<file path="config.mk">
export PLATFORM = sky130hd
export DESIGN_NAME = dtm_top
export DESIGN_NICKNAME = d
export VERILOG_FILES = /design/src/verilog/dtm_pkg.sv /design/src/verilog/jtag_tap_fsm.sv /design/src/verilog/dtm_ir.sv /design/src/verilog/dtm_dr_chain.sv /design/src/verilog/dmi_master.sv /design/src/verilog/dtm_top.sv
export SDC_FILE = /design/constraint.sdc
export NUM_CORES = 1
export LEC_CHECK = 0
export BUFFER_PORTS_ARGS = -buffer_cell sky130_fd_sc_hd__buf_2
export CORE_MARGIN = 5
export CORE_UTILIZATION = 30
export DETAILED_ROUTE_END_ITERATION = 6
export PLACE_DENSITY = 0.49
export SYNTH_ARGS = -nofsm -noshare
export SYNTH_HDL_FRONTEND = slang
export SYNTH_HIERARCHICAL = 1
export SYNTH_SLANG_ARGS = --single-unit
</file>
<file path="constraint.sdc">
create_clock -name dtm_tck -period 4.3 [get_ports dtm_tck]
set_input_delay 1.075 -clock dtm_tck [delete_from_list [all_inputs] [get_ports dtm_tck]]
set_output_delay 1.075 -clock dtm_tck [all_outputs]
set_load 0.05 [all_outputs]
</file>
<file path="src/verilog/dtm_pkg.sv">
// shared constants, TAP state encoding and structs for the JTAG DTM
// every DTM module imports this package inside its body
`default_nettype none

package dtm_pkg;

    //----------------------------------------
    // instruction register
    //----------------------------------------
    localparam int ir_width = 5;

    localparam logic [ir_width-1:0] ir_idcode = 5'h01;
    localparam logic [ir_width-1:0] ir_dtmcs  = 5'h10;
    localparam logic [ir_width-1:0] ir_dmi    = 5'h11;
    localparam logic [ir_width-1:0] ir_bypass = 5'h1f;

    // loaded on Capture-IR and at reset, selects IDCODE
    localparam logic [ir_width-1:0] ir_capture_value = 5'h01;

    //----------------------------------------
    // debug module interface
    //----------------------------------------
    localparam int dmi_abits  = 7;
    localparam int dmi_data_w = 32;
    localparam int dmi_op_w   = 2;
    localparam int dmi_word_w = dmi_abits + dmi_data_w + dmi_op_w;

    // idle 5, dmistat 0, abits, version 1 (spec 0.13)
    localparam logic [31:0] dtmcs_value = {17'h0, 3'd5, 2'd0, 6'(dmi_abits), 4'd1};

    // addr sits in the msbs, op in the lsbs, same as the scan chain
    typedef struct packed {
        logic [dmi_abits-1:0]  addr;
        logic [dmi_data_w-1:0] data;
        logic [dmi_op_w-1:0]   op;
    } dmi_req_t;

    typedef struct packed {
        logic [dmi_abits-1:0]  addr;
        logic [dmi_data_w-1:0] data;
        logic [dmi_op_w-1:0]   op;
    } dmi_resp_t;

    //----------------------------------------
    // TAP controller
    //----------------------------------------
    // msb set for the IR half, except idle and reset
    typedef enum logic [3:0] {
        tap_exit2_dr   = 4'h0,
        tap_exit1_dr   = 4'h1,
        tap_shift_dr   = 4'h2,
        tap_pause_dr   = 4'h3,
        tap_select_ir  = 4'h4,
        tap_update_dr  = 4'h5,
        tap_capture_dr = 4'h6,
        tap_select_dr  = 4'h7,
        tap_exit2_ir   = 4'h8,
        tap_exit1_ir   = 4'h9,
        tap_shift_ir   = 4'ha,
        tap_pause_ir   = 4'hb,
        tap_idle       = 4'hc,
        tap_update_ir  = 4'hd,
        tap_capture_ir = 4'he,
        tap_reset      = 4'hf
    } tap_state_t;

    typedef struct packed {
        logic capture_ir;
        logic shift_ir;
        logic update_ir;
        logic capture_dr;
        logic shift_dr;
        logic update_dr;
        logic in_ir_scan;
        logic in_dr_scan;
    } tap_ctrl_t;

endpackage

`default_nettype wire

</file>
<file path="src/verilog/jtag_tap_fsm.sv">
// IEEE 1149.1 TAP state machine
// advances on TMS every rising TCK edge and decodes the state into strobes
`timescale 1ns/10ps
`default_nettype none

module jtag_tap_fsm (
    input  logic               dtm_tck,
    input  logic               dtm_rst_n,
    input  logic               tms,
    output dtm_pkg::tap_ctrl_t tap_ctrl
);
    import dtm_pkg::*;

    tap_state_t state;
    tap_state_t state_next;

    //----------------------------------------
    // state register
    //----------------------------------------
    always_ff @(posedge dtm_tck or negedge dtm_rst_n) begin
        if (!dtm_rst_n) begin
            state <= tap_reset;
        end else begin
            state <= state_next;
        end
    end

    // standard transitions, tms high first
    always_comb begin
        case (state)
            tap_reset:      state_next = tms ? tap_reset     : tap_idle;
            tap_idle:       state_next = tms ? tap_select_dr : tap_idle;

            // dr column
            tap_select_dr:  state_next = tms ? tap_select_ir : tap_capture_dr;
            tap_capture_dr: state_next = tms ? tap_exit1_dr  : tap_shift_dr;
            tap_shift_dr:   state_next = tms ? tap_exit1_dr  : tap_shift_dr;
            tap_exit1_dr:   state_next = tms ? tap_update_dr : tap_pause_dr;
            tap_pause_dr:   state_next = tms ? tap_exit2_dr  : tap_pause_dr;
            tap_exit2_dr:   state_next = tms ? tap_update_dr : tap_shift_dr;
            tap_update_dr:  state_next = tms ? tap_select_dr : tap_idle;

            // ir column
            tap_select_ir:  state_next = tms ? tap_reset     : tap_capture_ir;
            tap_capture_ir: state_next = tms ? tap_exit1_ir  : tap_shift_ir;
            tap_shift_ir:   state_next = tms ? tap_exit1_ir  : tap_shift_ir;
            tap_exit1_ir:   state_next = tms ? tap_update_ir : tap_pause_ir;
            tap_pause_ir:   state_next = tms ? tap_exit2_ir  : tap_pause_ir;
            tap_exit2_ir:   state_next = tms ? tap_update_ir : tap_shift_ir;
            tap_update_ir:  state_next = tms ? tap_select_dr : tap_idle;
            default:        state_next = tap_reset;
        endcase
    end

    //----------------------------------------
    // strobe decode
    //----------------------------------------
    always_comb begin
        tap_ctrl.capture_ir = (state == tap_capture_ir);
        tap_ctrl.shift_ir   = (state == tap_shift_ir);
        tap_ctrl.update_ir  = (state == tap_update_ir);
        tap_ctrl.capture_dr = (state == tap_capture_dr);
        tap_ctrl.shift_dr   = (state == tap_shift_dr);
        tap_ctrl.update_dr  = (state == tap_update_dr);

        // lower half is the dr column, except select-ir
        tap_ctrl.in_dr_scan = !state[3] && (state != tap_select_ir);

        // upper half is the ir column, except idle and reset
        tap_ctrl.in_ir_scan = (state[3] && (state != tap_idle) && (state != tap_reset))
                              || (state == tap_select_ir);
    end

endmodule

`default_nettype wire

</file>
<file path="src/verilog/dtm_ir.sv">
// instruction register with capture, shift and update hold
// tdo bit is launched on the falling TCK edge during Shift-IR
`timescale 1ns/10ps
`default_nettype none

module dtm_ir (
    input  logic                         dtm_tck,
    input  logic                         dtm_rst_n,
    input  logic                         tdi,
    input  dtm_pkg::tap_ctrl_t           tap_ctrl,
    output logic [dtm_pkg::ir_width-1:0] instruction,
    output logic                         ir_tdo
);
    import dtm_pkg::*;

    logic [ir_width-1:0] ir_shift;

    // scan copy, tdi enters at the msb
    always_ff @(posedge dtm_tck or negedge dtm_rst_n) begin
        if (!dtm_rst_n) begin
            ir_shift <= ir_capture_value;
        end else if (tap_ctrl.capture_ir) begin
            ir_shift <= ir_capture_value;
        end else if (tap_ctrl.shift_ir) begin
            ir_shift <= {tdi, ir_shift[ir_width-1:1]};
        end
    end

    // active instruction, held from update-ir
    always_ff @(posedge dtm_tck or negedge dtm_rst_n) begin
        if (!dtm_rst_n) begin
            instruction <= ir_capture_value;
        end else if (tap_ctrl.update_ir) begin
            instruction <= ir_shift;
        end
    end

    always_ff @(negedge dtm_tck or negedge dtm_rst_n) begin
        if (!dtm_rst_n) begin
            ir_tdo <= 1'b0;
        end else begin
            ir_tdo <= tap_ctrl.shift_ir ? ir_shift[0] : 1'b0;
        end
    end

endmodule

`default_nettype wire

</file>
<file path="src/verilog/dtm_dr_chain.sv">
// data registers of the DTM: IDCODE, DTMCS, DMI access and BYPASS
// captures and shifts the register picked by the instruction, pulses dmi_update
`timescale 1ns/10ps
`default_nettype none

module dtm_dr_chain #(
    parameter logic [31:0] idcode_value = 32'habcd_beaf
) (
    input  logic                         dtm_tck,
    input  logic                         dtm_rst_n,
    input  logic                         tdi,
    input  dtm_pkg::tap_ctrl_t           tap_ctrl,
    input  logic [dtm_pkg::ir_width-1:0] instruction,
    input  dtm_pkg::dmi_resp_t           dmi_last_resp,
    output dtm_pkg::dmi_req_t            dmi_word,
    output logic                         dmi_update,
    output logic                         dr_tdo
);
    import dtm_pkg::*;

    logic [31:0]           idcode_r;
    logic [31:0]           dtmcs_r;
    logic [dmi_word_w-1:0] dmi_r;
    logic                  bypass_r;

    logic sel_idcode;
    logic sel_dtmcs;
    logic sel_dmi;
    logic sel_bypass;
    logic dr_bit0;

    //----------------------------------------
    // register select
    //----------------------------------------
    // unknown codes fall back to bypass
    always_comb begin
        sel_idcode = 1'b0;
        sel_dtmcs  = 1'b0;
        sel_dmi    = 1'b0;
        sel_bypass = 1'b0;
        case (instruction)
            ir_idcode: sel_idcode = 1'b1;
            ir_dtmcs:  sel_dtmcs  = 1'b1;
            ir_dmi:    sel_dmi    = 1'b1;
            ir_bypass: sel_bypass = 1'b1;
            default:   sel_bypass = 1'b1;
        endcase
    end

    //----------------------------------------
    // capture and shift
    //----------------------------------------
    always_ff @(posedge dtm_tck or negedge dtm_rst_n) begin
        if (!dtm_rst_n) begin
            idcode_r <= idcode_value;
            dtmcs_r  <= dtmcs_value;
            dmi_r    <= '0;
            bypass_r <= 1'b0;
        end else if (tap_ctrl.capture_dr) begin
            // bypass keeps its bit on capture
            if (sel_idcode) begin
                idcode_r <= idcode_value;
            end
            if (sel_dtmcs) begin
                dtmcs_r <= dtmcs_value;
            end
            if (sel_dmi) begin
                dmi_r <= dmi_last_resp;
            end
        end else if (tap_ctrl.shift_dr) begin
            if (sel_idcode) begin
                idcode_r <= {tdi, idcode_r[31:1]};
            end
            if (sel_dtmcs) begin
                dtmcs_r <= {tdi, dtmcs_r[31:1]};
            end
            if (sel_dmi) begin
                dmi_r <= {tdi, dmi_r[dmi_word_w-1:1]};
            end
            if (sel_bypass) begin
                bypass_r <= tdi;
            end
        end
    end

    //----------------------------------------
    // serial out and dmi hand-off
    //----------------------------------------
    assign dr_bit0 = (sel_idcode & idcode_r[0])
                   | (sel_dtmcs  & dtmcs_r[0])
                   | (sel_dmi    & dmi_r[0])
                   | (sel_bypass & bypass_r);

    always_ff @(negedge dtm_tck or negedge dtm_rst_n) begin
        if (!dtm_rst_n) begin
            dr_tdo <= 1'b0;
        end else begin
            dr_tdo <= tap_ctrl.shift_dr ? dr_bit0 : 1'b0;
        end
    end

    // one cycle, the TAP stays in update-dr for one edge only
    assign dmi_update = tap_ctrl.update_dr && sel_dmi;
    assign dmi_word   = dmi_r;

endmodule

`default_nettype wire

</file>
<file path="src/verilog/dmi_master.sv">
// DMI request/response master towards the debug module
// issues one valid/ready request per accepted update, keeps the reply for capture
`timescale 1ns/10ps
`default_nettype none

module dmi_master (
    input  logic               dtm_tck,
    input  logic               dtm_rst_n,
    input  logic               dmi_update,
    input  dtm_pkg::dmi_req_t  dmi_word,
    output logic               dmi_req_vld,
    input  logic               dmi_req_rdy,
    output dtm_pkg::dmi_req_t  dmi_req,
    input  logic               dmi_resp_vld,
    output logic               dmi_resp_rdy,
    input  dtm_pkg::dmi_resp_t dmi_resp,
    output dtm_pkg::dmi_resp_t dmi_last_resp
);
    import dtm_pkg::*;

    typedef enum logic [1:0] {
        st_idle = 2'd0,
        st_req  = 2'd1,
        st_ack  = 2'd2
    } dmi_state_t;

    dmi_state_t state;
    dmi_state_t state_next;
    dmi_req_t   req_r;
    logic       req_fire;
    logic       resp_fire;

    assign req_fire  = dmi_req_vld && dmi_req_rdy;
    assign resp_fire = dmi_resp_vld && dmi_resp_rdy;

    //----------------------------------------
    // request FSM
    //----------------------------------------
    // updates outside idle are dropped
    always_comb begin
        state_next = state;
        case (state)
            st_idle: state_next = dmi_update ? st_req  : st_idle;
            st_req:  state_next = req_fire   ? st_ack  : st_req;
            st_ack:  state_next = resp_fire  ? st_idle : st_ack;
            default: state_next = st_idle;
        endcase
    end

    always_ff @(posedge dtm_tck or negedge dtm_rst_n) begin
        if (!dtm_rst_n) begin
            state         <= st_idle;
            dmi_last_resp <= '0;
        end else begin
            state <= state_next;
            if (state == st_ack && resp_fire) begin
                dmi_last_resp <= dmi_resp;
            end
        end
    end

    // request word frozen at the update edge
    always_ff @(posedge dtm_tck) begin
        if (state == st_idle && dmi_update) begin
            req_r <= dmi_word;
        end
    end

    assign dmi_req_vld  = (state == st_req);
    assign dmi_req      = req_r;
    assign dmi_resp_rdy = 1'b1;

endmodule

`default_nettype wire

</file>
<file path="src/verilog/dtm_top.sv">
// top level of the JTAG debug transport module
// ties TAP, IR, DR chain and DMI master together and selects TDO
`timescale 1ns/10ps
`default_nettype none

module dtm_top #(
    parameter logic [31:0] idcode_value = 32'habcd_beaf
) (
    input  logic               dtm_tck,
    input  logic               dtm_rst_n,
    input  logic               dtm_tms,
    input  logic               dtm_tdi,
    output logic               dtm_tdo,
    output logic               dtm_tdo_vld,
    output logic               dmi_req_vld,
    input  logic               dmi_req_rdy,
    output dtm_pkg::dmi_req_t  dmi_req,
    input  logic               dmi_resp_vld,
    output logic               dmi_resp_rdy,
    input  dtm_pkg::dmi_resp_t dmi_resp
);
    import dtm_pkg::*;

    tap_ctrl_t           tap_ctrl;
    logic [ir_width-1:0] instruction;
    logic                ir_tdo;
    logic                dr_tdo;
    logic                dmi_update;
    dmi_req_t            dmi_word;
    dmi_resp_t           dmi_last_resp;

    jtag_tap_fsm u_tap (
        .dtm_tck   (dtm_tck),
        .dtm_rst_n (dtm_rst_n),
        .tms       (dtm_tms),
        .tap_ctrl  (tap_ctrl)
    );

    dtm_ir u_ir (
        .dtm_tck     (dtm_tck),
        .dtm_rst_n   (dtm_rst_n),
        .tdi         (dtm_tdi),
        .tap_ctrl    (tap_ctrl),
        .instruction (instruction),
        .ir_tdo      (ir_tdo)
    );

    dtm_dr_chain #(
        .idcode_value (idcode_value)
    ) u_dr_chain (
        .dtm_tck       (dtm_tck),
        .dtm_rst_n     (dtm_rst_n),
        .tdi           (dtm_tdi),
        .tap_ctrl      (tap_ctrl),
        .instruction   (instruction),
        .dmi_last_resp (dmi_last_resp),
        .dmi_word      (dmi_word),
        .dmi_update    (dmi_update),
        .dr_tdo        (dr_tdo)
    );

    dmi_master u_dmi_master (
        .dtm_tck       (dtm_tck),
        .dtm_rst_n     (dtm_rst_n),
        .dmi_update    (dmi_update),
        .dmi_word      (dmi_word),
        .dmi_req_vld   (dmi_req_vld),
        .dmi_req_rdy   (dmi_req_rdy),
        .dmi_req       (dmi_req),
        .dmi_resp_vld  (dmi_resp_vld),
        .dmi_resp_rdy  (dmi_resp_rdy),
        .dmi_resp      (dmi_resp),
        .dmi_last_resp (dmi_last_resp)
    );

    //----------------------------------------
    // tdo select
    //----------------------------------------
    assign dtm_tdo     = tap_ctrl.in_ir_scan ? ir_tdo :
                         (tap_ctrl.in_dr_scan ? dr_tdo : 1'b0);
    assign dtm_tdo_vld = tap_ctrl.shift_ir || tap_ctrl.shift_dr;

endmodule

`default_nettype wire

</file>
# ---- Yosys cells after proc, flatten, opt, wreduce, memory -nomap -nowiden
# Cells that the tools add are included.
dict set report classes {
  n_mux 39
  bitwise 9
  n_eq_ne 23
  reduce_logical 22
}
# operator n
set op_table {}
lappend op_table {{two-way mux 32 bit} 8}
lappend op_table {{two-way mux 41 bit} 4}
lappend op_table {{case mux 4 bit (12 select lines)} 1}
lappend op_table {{equality test 4 bit (second input constant)} 8}
lappend op_table {{equality test 4 x 3 -> 1 bit (second input constant)} 4}
lappend op_table {{two-way mux 2 bit} 8}
lappend op_table {{two-way mux 3 bit} 4}
lappend op_table {{equality test 5 bit (second input constant)} 2}
lappend op_table {{two-way mux 1 bit} 10}
lappend op_table {{two-way mux 5 bit} 2}
lappend op_table {{equality test 4 x 2 -> 1 bit (second input constant)} 2}
lappend op_table {{!= test 4 bit (second input constant)} 2}
lappend op_table {{logical AND 1 bit} 7}
lappend op_table {{case mux 2 bit (3 select lines)} 1}
lappend op_table {{AND reduction 2 bit} 3}
lappend op_table {{OR reduction 3 bit} 2}
lappend op_table {{equality test 5 x 1 -> 1 bit (second input constant)} 1}
lappend op_table {{AND 1 bit} 4}
lappend op_table {{equality test 4 x 1 -> 1 bit (second input constant)} 1}
lappend op_table {{logical NOT 4 bit} 1}
lappend op_table {{two-way mux 4 bit} 1}
lappend op_table {{!= test 4 x 3 -> 1 bit (second input constant)} 1}
lappend op_table {{nonzero test 2 bit} 2}
lappend op_table {{OR reduction 2 bit} 2}
lappend op_table {{8 further kinds} 12}
dict set report totals {
  elab_cells 109
  out_inout_bits 45
  reg_bits 206
}

# ---- Depth between registers and ports, before layout
# Gate-level depths: netlist of run 1.
dict set report logic_depth {
  word_depth 7
  depth_mapped 8
}

# ---- By module
# Netlist of run 1, hierarchy kept.
# module seq_area_each_um2 n_inst area_each_um2 cells_each
set modules_own_cells {}
lappend modules_own_cells {dtm_dr_chain 2712.6 1 4864.7 483}
lappend modules_own_cells {dmi_master 2307.2 1 3035.4 139}
lappend modules_own_cells {dtm_ir 277.8 1 425.4 28}
lappend modules_own_cells {jtag_tap_fsm 105.1 1 305.3 35}
lappend modules_own_cells {dtm_top 0.0 1 18.8 4}

==> results of run 1 <==
## state kept, by name (all words and copies together) (netlist names)
signal	cells
u_dr_chain/dmi_word	41
u_dmi_master/state	2
u_ir/ir_shift	5
u_dr_chain/idcode_r	32
u_dr_chain/bypass_r	1
u_dmi_master/dmi_req	41
u_dmi_master/dmi_last_resp	41
u_tap/state	4
u_ir/instruction	5
u_dr_chain/dr_tdo	1
u_ir/ir_tdo	1
u_dr_chain/dtmcs_r	32
## power by group
| group | total, uW | switching, uW | leakage [uW] | internal, uW |
|---|---|---|---|---|
| Clock | 2010 | 780 | 0.000393 | 1230 |
| Sequential | 2680 | 244 | 0.00257 | 2440 |
| Combinational | 1480 | 858 | 0.00155 | 619 |
## final timing paths
path,start,endpoint,slack [ns],depth (start not counted)
setup / recovery,u_dr_chain/dr_tdo,dtm_tdo,-0.17,3
hold / removal,dtm_rst_n,u_dmi_master/dmi_last_resp[36],0.37,1
setup reg to reg,u_ir/instruction[4],u_dr_chain/dr_tdo,0.67,4
hold reg to reg,u_dr_chain/idcode_r[4],u_dr_chain/idcode_r[3],0.50,1
max in group asynchronous,dtm_rst_n,u_dr_chain/dr_tdo,1.73,1
min in group dtm_tck,u_dr_chain/idcode_r[4],u_dr_chain/idcode_r[3],0.50,1
## worst register-to-register path, stage by stage (launching register included)
cell     delay, ns
dfrtp_1       0.44
nor3b_4       0.20
and2_1        0.16
a221o_1       0.37
o21a_1        0.17
## synth_stat cells, types with 20 or more instances
master    instances
dfrtp_1         129
edfxtp_1         41
o31a_1           20
nor2_1           20
a21oi_1          51
o21ai_0          40
mux2_4           40
o22ai_1          82
o21ai_1          35
clkbuf_1         35
nand3_1          40
a21o_1           20
dfstp_2          34
## cell families after synthesis
kind of cell    synth area share
compound gates            0.1813
flops                     0.6246
buf+inv                  0.03891
simple gates             0.06915
other cells            0.0004335
mux                      0.08564
## area by class of cell
cell class              instances  area, um^2
repair buffers                102       565.5
inverters                       3       11.26
flip-flops and latches        206        5403
fillers                      2814       18440
clock inverters                11       105.1
multi-input cells             420        2939
clock buffers                  33       685.7
well taps                     384       480.5
## what timing repair did
item,4_1_cts,5_1_grt
gates resized for setup,2,0
pin swaps,0,0
setup endpoints to repair,1,1
## metrics by stage
stage	total power, uW	instance area [um^2]	util	instances
floorplan	3874	8653	-	689
global placement	4191	9393	0.3281	1115
global route	6539	10190	0.3560	1159
finish	6170	10190	0.3560	1159
CTS	6260	10190	0.3560	1159
detailed placement	4208	9393	0.3281	1115
## layer usage
metal / up-vias / wire length [um]
met5: - / 0
met4: 0 / 246
met3: 19 / 1002
met2: 117 / 8975
met1: 2810 / 9282
li1: 2721 / -
==> qor.yml, run 1 <==
outcome:
  outcome: "finished with violations"
  violations: "negative setup slack"
run:
  cap_violations: 0
clock_tree:
  cts_made_buffers: 24
  cts_tree: "built"
  post_cts_buffers: 0
  htree_levels: 1
  cts_hold_repair.buffers: 0
  clock_latency_ns: 0.51
  clkTransAtPathRegs_ns: 0.06
  root_buffer: "clkbuf_16"
  cts_buffer_depth: 3
  cts.sinks: 206
drt:
  vias: 5667
  antenna_left: 0
  dr.pass1.iters: 4
  drt-total-wl_um: 19510
  drcViolationCount: 0
  drtIter0Drc: 338
  wire_per_inst_um: 16.83
  viasPerCell: 4.890
setup_path:
  cp_num_buf_inv: 1
  crit_fanout: 1
  critPathTopFamily: "flip-flops"
  end_kind: "output port"
  critPathSlowestCell: "dfrtn_1"
  slowest_delay_ns: 0.39
  critPathArrivalTime_ns: 3.40
  crit_chain: "nand2_1, o21ai_2, buf_6"
  path_class: "reg -> out"
  startpoint_type: "register"
  required_ns: 3.22
global_routing:
  grt_use_total: 0.1158
  grt_pass1_vias: 5718
  grt_max_degree: 158
  met2_usage: 0.1801
  grt_overflow_total: 0
  grt_pass1_wl_um: 31830
  grt_use_met3: 0.02829
  grtUsageMet1: 0.1644
  top_usage_layer: "met2"
  antenna_found_initial: 0
logic_synthesis:
  seq_area_frac_synth: 0.6246
  yosysTopAreaCellShare: 0.3732
  synth_edf_count: 41
  synth_top_area_cell: "dfrtp_1"
  syn_inst: 689
  ys_async_sr_fraction: 0.8010
  yosys_register_bits: 206
  yosysWarnings: 6
  synthFlopType: "dfrtp_1"
  synth_area_leaders: "dfrtp_1 37%, edfxtp_1 14%, dfstp_2 10%"
  syn-cell-area_um2: 8650
  synth.net_count: 736
  synth_area_per_cell_um2: 12.55
  synth.distinct_cells: 52
layout:
  drive_gt1_frac: 0.3006
  syn_to_final_growth_pct: 17.81
  diodes: 0
  fin_nets: 804
  final_common_cell: "dfrtp_1"
  layout_common_cells: "129 x dfrtp_1, 88 x buf_2, 82 x o22ai_1"
placed_design:
  port_buffers: 90
  dp_hpwl_um: 10840
  gp_congestion: 0.6971
  pre_cts_ws_ns: 0.2756
timing:
  tightestPinTransition_ns: 1.012
  report.final.slew_viol_count: 0
  rsz0062_at_grt: "yes"
  holdWs_ns: 0.3721
  fin_skew_ns: 0.01014
  slew_headroom: 0.3253
  setup_viol: 1
  fin_setup_tns_ns: -0.1725
  timing.final.ws_setup_ns: -0.1725
  hold_viol: 0
floorplan:
  fp.dieH_um: 179.8
  start_util: 0.3022
  core_um2: 28630
  rows: 62
  die-area_um2: 32330
  die_x_um: 179.8
  ios: 92
hold_path:
  hp-class: "in -> async"
power_and_ir_drop:
  ir_drop_v: 0.0001963
  leakage_uw: 0.004514
  powerDensity_nw_per_um2: 605.5
No activity file was read; power rests on OpenSTA's default activity.
==> run 2, diff against run 1 <==
PLACE_DENSITY = unset   (was 0.49)
==> run 2 against run 1 <==
The run still ends with negative setup slack left. Sequential power is essentially flat. Worst hold slack gained 0.039 ns. Global-route usage shrank 0.24 points. Power grew 0.15%. Critical path depth is the same. Largest cell class unchanged. Highest routed layer is now met5.
==> qor.yml, run 2 (synthesis gave the netlist of run 1 again) <==
layout:
  fillers: 2795  # -0.68%
  layout_common_cells: "129 x dfrtp_1, 88 x buf_2, 82 x o22ai_1"
  multiInputGateArea_um2: 2937  # about the same
  drive_gt1_frac: 0.3027  # +0.002072
  fin_nets: 804  # unchanged
  final_cells: 1157  # -0.17%
  final_common_cell: "dfrtp_1"
  regArea_um2: 5403  # unchanged
  syn_to_final_growth_pct: 17.76  # about the same
  diodes: 0  # unchanged
global_routing:
  grt_pass1_wl_um: 31330  # -1.6%
  grt_use_total: 0.1134  # -0.002374
  grt_pass1_vias: 5789  # +1.2%
  grt_max_degree: 90  # -43%
  grt_overflow_total: 0  # unchanged
  antenna_found_initial: 1  # +1
setup_path:
  critPathSlowestCell: "dfrtn_1"
  critPathArrivalTime_ns: 3.41  # about the same
  slowest_delay_ns: 0.40  # about the same
  required_ns: 3.22  # about the same
  crit_chain: "nand2_1, o21ai_2, buf_6"
  startpoint_type: "register"
  path_class: "reg -> out"
  crit_fanout: 1  # unchanged
  end_kind: "output port"
  timing.reg2reg.setup_slack_ns: 0.66  # about the same
outcome:
  violations: "negative setup slack"
  outcome: "finished with violations"
floorplan:
  core_um2: 28630  # unchanged
  die_x_um: 179.8  # unchanged
  fp.dieH_um: 179.8  # unchanged
  die-area_um2: 32330  # unchanged
  rows: 62  # unchanged
  ios: 92  # unchanged
  start_util: 0.3022  # unchanged
placed_design:
  dp_hpwl_um: 11110  # +2.5%
  dp.cells: 1116  # +0.090%
  port_buffers: 90  # unchanged
  gp_congestion: 0.7160  # +2.7%
clock_tree:
  clock_latency_ns: 0.50  # about the same
  post_cts_buffers: 0  # unchanged
  clkTransAtPathRegs_ns: 0.06  # about the same
  cts.sinks: 206  # unchanged
  htree_levels: 1  # unchanged
  cts_buffer_depth: 3  # unchanged
  root_buffer: "clkbuf_16"
  cts_made_buffers: 23  # -4.2%
  cts_tree: "built"
drt:
  wire_per_inst_um: 16.29  # -3.2%
  drcViolationCount: 0  # unchanged
  drtIter0Drc: 461  # +36%
  antenna_left: 0  # unchanged
  drt-total-wl_um: 18850  # -3.4%
  viasPerCell: 5.020  # +2.7%
  vias: 5808  # +2.5%
  dr.pass1.iters: 4  # unchanged
timing:
  timing.final.ws_setup_ns: -0.1865  # -0.01398 ns
  hold_viol: 0  # unchanged
  setup_viol: 1  # unchanged
  report.final.slew_viol_count: 0  # unchanged
  holdWs_ns: 0.4110  # +0.03893 ns
  rsz0062_at_grt: "yes"
  tightestPinTransition_ns: 1.014  # +0.001755 ns
  slew_headroom: 0.3241  # -0.001170
  fin_skew_ns: 0.01411  # +0.003966 ns
power_and_ir_drop:
  leakage_uw: 0.004517  # about the same
  powerDensity_nw_per_um2: 606.7  # +0.19%
  ir_drop_v: 0.0002370  # +21%
hold_path:
  hp-class: "in -> async"
run:
  cap_violations: 0  # unchanged
[run 2: cell types whose count changed in the layout (fill, tap and decap cells not counted), sizes merged]
cell	delta
buf	+1
bufinv	+2
clkbuf	-2
clkinv	-2
inv	-1
[run 2: power by group]
part	leakage (uW)	internal [uW]	switching, uW
Combinational	0.00155	618	838
Sequential	0.00257	2440	249
Clock	0.000395	1290	749
Total	0.00452	4340	1840
[run 2: layout make-up]
type / count / share of cell area
timing repair buffer: 103 / 0.05503
tap: 384 / 0.04717
sequential: 206 / 0.5304
multi-input combinational: 420 / 0.2883
clock buffer: 31 / 0.06338
inverter: 3 / 0.001106
clock inverter: 10 / 0.01462
[run 2: metrics by stage]
stage	setup slack [ns]	setup TNS, ns	power [uW]	cell area [um^2]	util
after floorplan	0.2147	0	3874	8653	-
after global placement	0.2464	0	4148	9385	0.3279
after detailed placement	0.2566	0	4181	9385	0.3279
after CTS	-0.2190	-0.2190	6249	10190	0.3558
after global routing	-0.2372	-0.2372	6543	10190	0.3558
final	-0.1865	-0.1865	6179	10190	0.3558
[run 2: path summary, 6_finish.rpt]
check,start,to,depth (start not counted)
max,u_dr_chain/dr_tdo,dtm_tdo,3
min,dtm_rst_n,u_dr_chain/dmi_word[38],1
max reg2reg,u_ir/instruction[4],u_dr_chain/dr_tdo,4
min reg2reg,u_dr_chain/idcode_r[4],u_dr_chain/idcode_r[3],1
max in group asynchronous,dtm_rst_n,u_ir/ir_tdo,1
min in group dtm_tck,u_dr_chain/idcode_r[4],u_dr_chain/idcode_r[3],1
[run 2: worst max-delay path, delay by kind of cell, from the launching register on]
family | cells | cell delay [ns]
DFF | 1 | 0.40
buffers and inverters | 1 | 0.17
AOI/OAI and AO/OA | 1 | 0.13
and+or+nand+nor | 1 | 0.06
[run 2: routing by layer]
layer,part of all wire,global-route usage,vias up
li1,-,-,2718
met1,0.46,0.1583,2930
met2,0.46,0.1795,133
met3,0.061,0.02910,25
met4,0.015,0.02469,2
met5,0.00048,0,-
[run 2: repair_timing]
item / CTS / global route
resized for setup: 2 / 0
endpoints found under the setup margin: 1 / 1
hold buffers: 0 / 0
==> run 3, diff against run 2 <==
REMOVE_ABC_BUFFERS = 1   (was unset)
SYNTH_HIERARCHICAL = unset   (was 1)
==> run 3 against run 2 <==
The run still ends with negative setup slack left. Critical path depth is 2 higher. Via count fell by 23%. Sequential power is 12% higher. Routed wire length down 19%. Utilization increased by 0.43 points. Clock-buffer cell count fell by 1. Critical path type unchanged. Critical endpoint unchanged. Largest cell class unchanged.
==> qor.yml, run 3 <==
outcome:
  outcome: "finished with violations"
  violations: "negative setup slack"
setup_path:
  rr_startpoint: "u_ir.instruction[0]"
  critPathArrivalTime_ns: 3.73  # +0.32 ns
  reg2reg_depth: 3  # -1
  crit_fanout: 2  # +1
  startpoint_type: "register"
  path_class: "reg -> out"
  timing.reg2reg.setup_slack_ns: 0.80  # +0.14 ns
  required_ns: 3.22  # about the same
  end_kind: "output port"
  worstReg2RegEnd: "u_dr_chain.dr_tdo"
global_routing:
  grt_pass1_wl_um: 25190  # -20%
  grt_max_degree: 132  # +47%
  grt_pass1_vias: 4550  # -21%
  grt_overflow_total: 0  # unchanged
  antenna_found_initial: 1  # unchanged
  grt_use_total: 0.1001  # -0.01335
logic_synthesis:
  yosysWarnings: 0  # -6
  yosysTopAreaCellShare: 0.3991  # +0.02592
  synth_area_per_cell_um2: 15.98  # +27%
  synth.distinct_cells: 43  # -17%
  synthFlopType: "dfrtp_1"
  synth_area_leaders: "dfrtp_1 40%, mux2_2 18%, edfxtp_1 15%"
  ys_async_sr_fraction: 0.8010  # unchanged
  seq_area_frac_synth: 0.6680  # +0.04339
  yosys_register_bits: 206  # unchanged
  synth_edf_count: 41  # unchanged
  synthTopCellsByCount: "129 x dfrtp_1, 129 x mux2_2, 41 x edfxtp_1, 36 x a22o_1, 34 x dfstp_2"
  synth_top_area_cell: "dfrtp_1"
  syn_inst: 506  # -27%
  syn-cell-area_um2: 8088  # -6.5%
floorplan:
  die_x_um: 174.2  # -3.1%
  fp.dieH_um: 174.2  # -3.1%
  start_util: 0.3026  # +0.0004537
  ios: 92  # unchanged
  core_um2: 26730  # -6.6%
  die-area_um2: 30340  # -6.1%
  rows: 60  # -3.2%
layout:
  diodes: 0  # unchanged
  layout_common_cells: "129 x mux2_2, 129 x dfrtp_1, 88 x buf_2"
  syn_to_final_growth_pct: 19.00
  stdcell_area_um2: 9624  # -5.5%
  fillers: 2582  # -7.6%
  fin_nets: 645  # -20%
  drive_gt1_frac: 0.5041  # +0.2013
clock_tree:
  root_buffer: "clkbuf_16"
  cts_buffer_depth: 3  # unchanged
  cts_tree: "built"
  clock_latency_ns: 0.51  # about the same
  clkTransAtPathRegs_ns: 0.06  # about the same
  post_cts_buffers: 0  # unchanged
  cts_made_buffers: 23  # unchanged
  cts.sinks: 206  # unchanged
  htree_levels: 1  # unchanged
  cts_hold_repair.buffers: 0  # unchanged
hold_path:
  hp-class: "reg -> reg"
  hold_path_end: "u_dmi_master.dmi_req[36]"
  min_from: "u_dr_chain.dmi_word[36]"
  whs_path_depth: 0
timing:
  timing.final.ws_setup_ns: -0.5041  # -0.3176 ns
  setup_viol: 1  # unchanged
  report.final.slew_viol_count: 0  # unchanged
  fin_setup_tns_ns: -0.5041  # -0.3176 ns
  fin_skew_ns: 0.01327  # -0.0008365 ns
  tightestPinTransition_ns: 0.9706  # -0.04326 ns
  slew_headroom: 0.3523  # +0.02815
  rsz0062_at_grt: "yes"
  hold_viol: 0  # unchanged
power_and_ir_drop:
  p_sw_uw: 1635  # -11%
  p_clk_frac: 0.306  # -0.023
  ir_drop_v: 0.0002744  # +16%
  pwr-share-seq: 0.495  # +0.060
  powerDensity_nw_per_um2: 629.6  # +3.8%
  swShare: 0.2698  # -0.02739
  p_int_uw: 4425  # +1.9%
  combPwrFrac: 0.199  # -0.037
  leakage_uw: 0.004268  # -5.5%
drt:
  dr.pass1.iters: 4  # unchanged
  drt-total-wl_um: 15250  # -19%
  drcViolationCount: 0  # unchanged
  vias: 4456  # -23%
  antenna_left: 0  # unchanged
  drtIter0Drc: 189  # -59%
  viasPerCell: 4.661  # -7.1%
  wire_per_inst_um: 15.95  # -2.1%
placed_design:
  gp_congestion: 0.7295  # +1.9%
  port_buffers: 90  # unchanged
  dp_hpwl_um: 9373  # -16%
  dpl_cell_area_um2: 8881  # -5.4%
run:
  cap_violations: 0  # unchanged
run 3: logic make-up (layout without fill, tap and decap cells):
logic type,after synthesis,count (layout),synth area share
multiplexers,130,130,0.1808
other,1,1,0.0004637
buffers and inverters,31,140,0.02243
AO/OA/AOI/OAI,85,85,0.08633
AND/OR/NAND/NOR,53,53,0.04193
flip-flops,206,206,0.6680
run 3: final cells by class:
type                            count  area (um^2)  area share
Sequential cell                   206         5403      0.5614
Multi-Input combinational cell    269         2529      0.2627
Clock buffer                       30        653.1     0.06786
Timing Repair Buffer               97        536.8     0.05577
Tap cell                          341        426.7     0.04433
Clock inverter                     12        72.57    0.007540
Inverter                            1        3.754   0.0003900
run 3: stage by stage:
step / hold slack (ns) / utilization / instances / total power (uW) / setup WS [ns]
after detailed placement: 0.4537 / 0.3323 / 914 / 4254 / -0.03140
after floorplan: 0.4356 / - / 476 / 3876 / -0.6680
after global routing: 0.4812 / 0.3601 / 956 / 6428 / -0.5837
after CTS: 0.4694 / 0.3595 / 956 / 6152 / -0.5622
final: 0.4690 / 0.3601 / 956 / 6060 / -0.5041
after global placement: 0.4501 / 0.3323 / 914 / 4211 / -0.01536
run 3: per-layer routing:
metal | GRT usage | vias to the layer above | wire [um]
met2 | 0.1523 | 85 | 6917
met5 | 0 | - | 13
met1 | 0.1421 | 2265 | 7190
met4 | 0.02606 | 2 | 374
met3 | 0.02697 | 26 | 753
li1 | - | 2078 | -
run 3: what timing repair did:
| action | CTS | global route |
|---|---|---|
| resized for setup | 0 | 4 |
| endpoints found under the setup margin | 1 | 1 |
| hold endpoints to repair | 0 | 0 |
| pin swaps | 1 | 2 |
run 3: worst max path at each step:
stage / from / endpoint / depth (start not counted)
2_1_floorplan: u_ir.ir_tdo / dtm_tdo / 3
3_3_place_gp: u_ir.ir_tdo / dtm_tdo / 5
3_5_place_dp: u_ir.ir_tdo / dtm_tdo / 5
4_1_cts: u_ir.ir_tdo / dtm_tdo / 5
5_1_grt: u_ir.ir_tdo / dtm_tdo / 5
6_report: u_ir.ir_tdo / dtm_tdo / 5
run 3: worst max-delay path: stages, from the launching register on:
cell and delay, ns:
dfrtn_1 0.41, nor2b_4 0.14, nor3b_2 0.05, a211oi_2 0.20, buf_4 0.15, buf_12 0.13
run 3: power by group through the flow:
stage	sequential [uW]	clock, uW	combinational, uW
floorplan	3000	0	879
global placement	3020	0	1200
detailed placement	3030	0	1220
CTS	3000	1920	1230
global route	3070	2010	1350
finish	3000	1860	1200
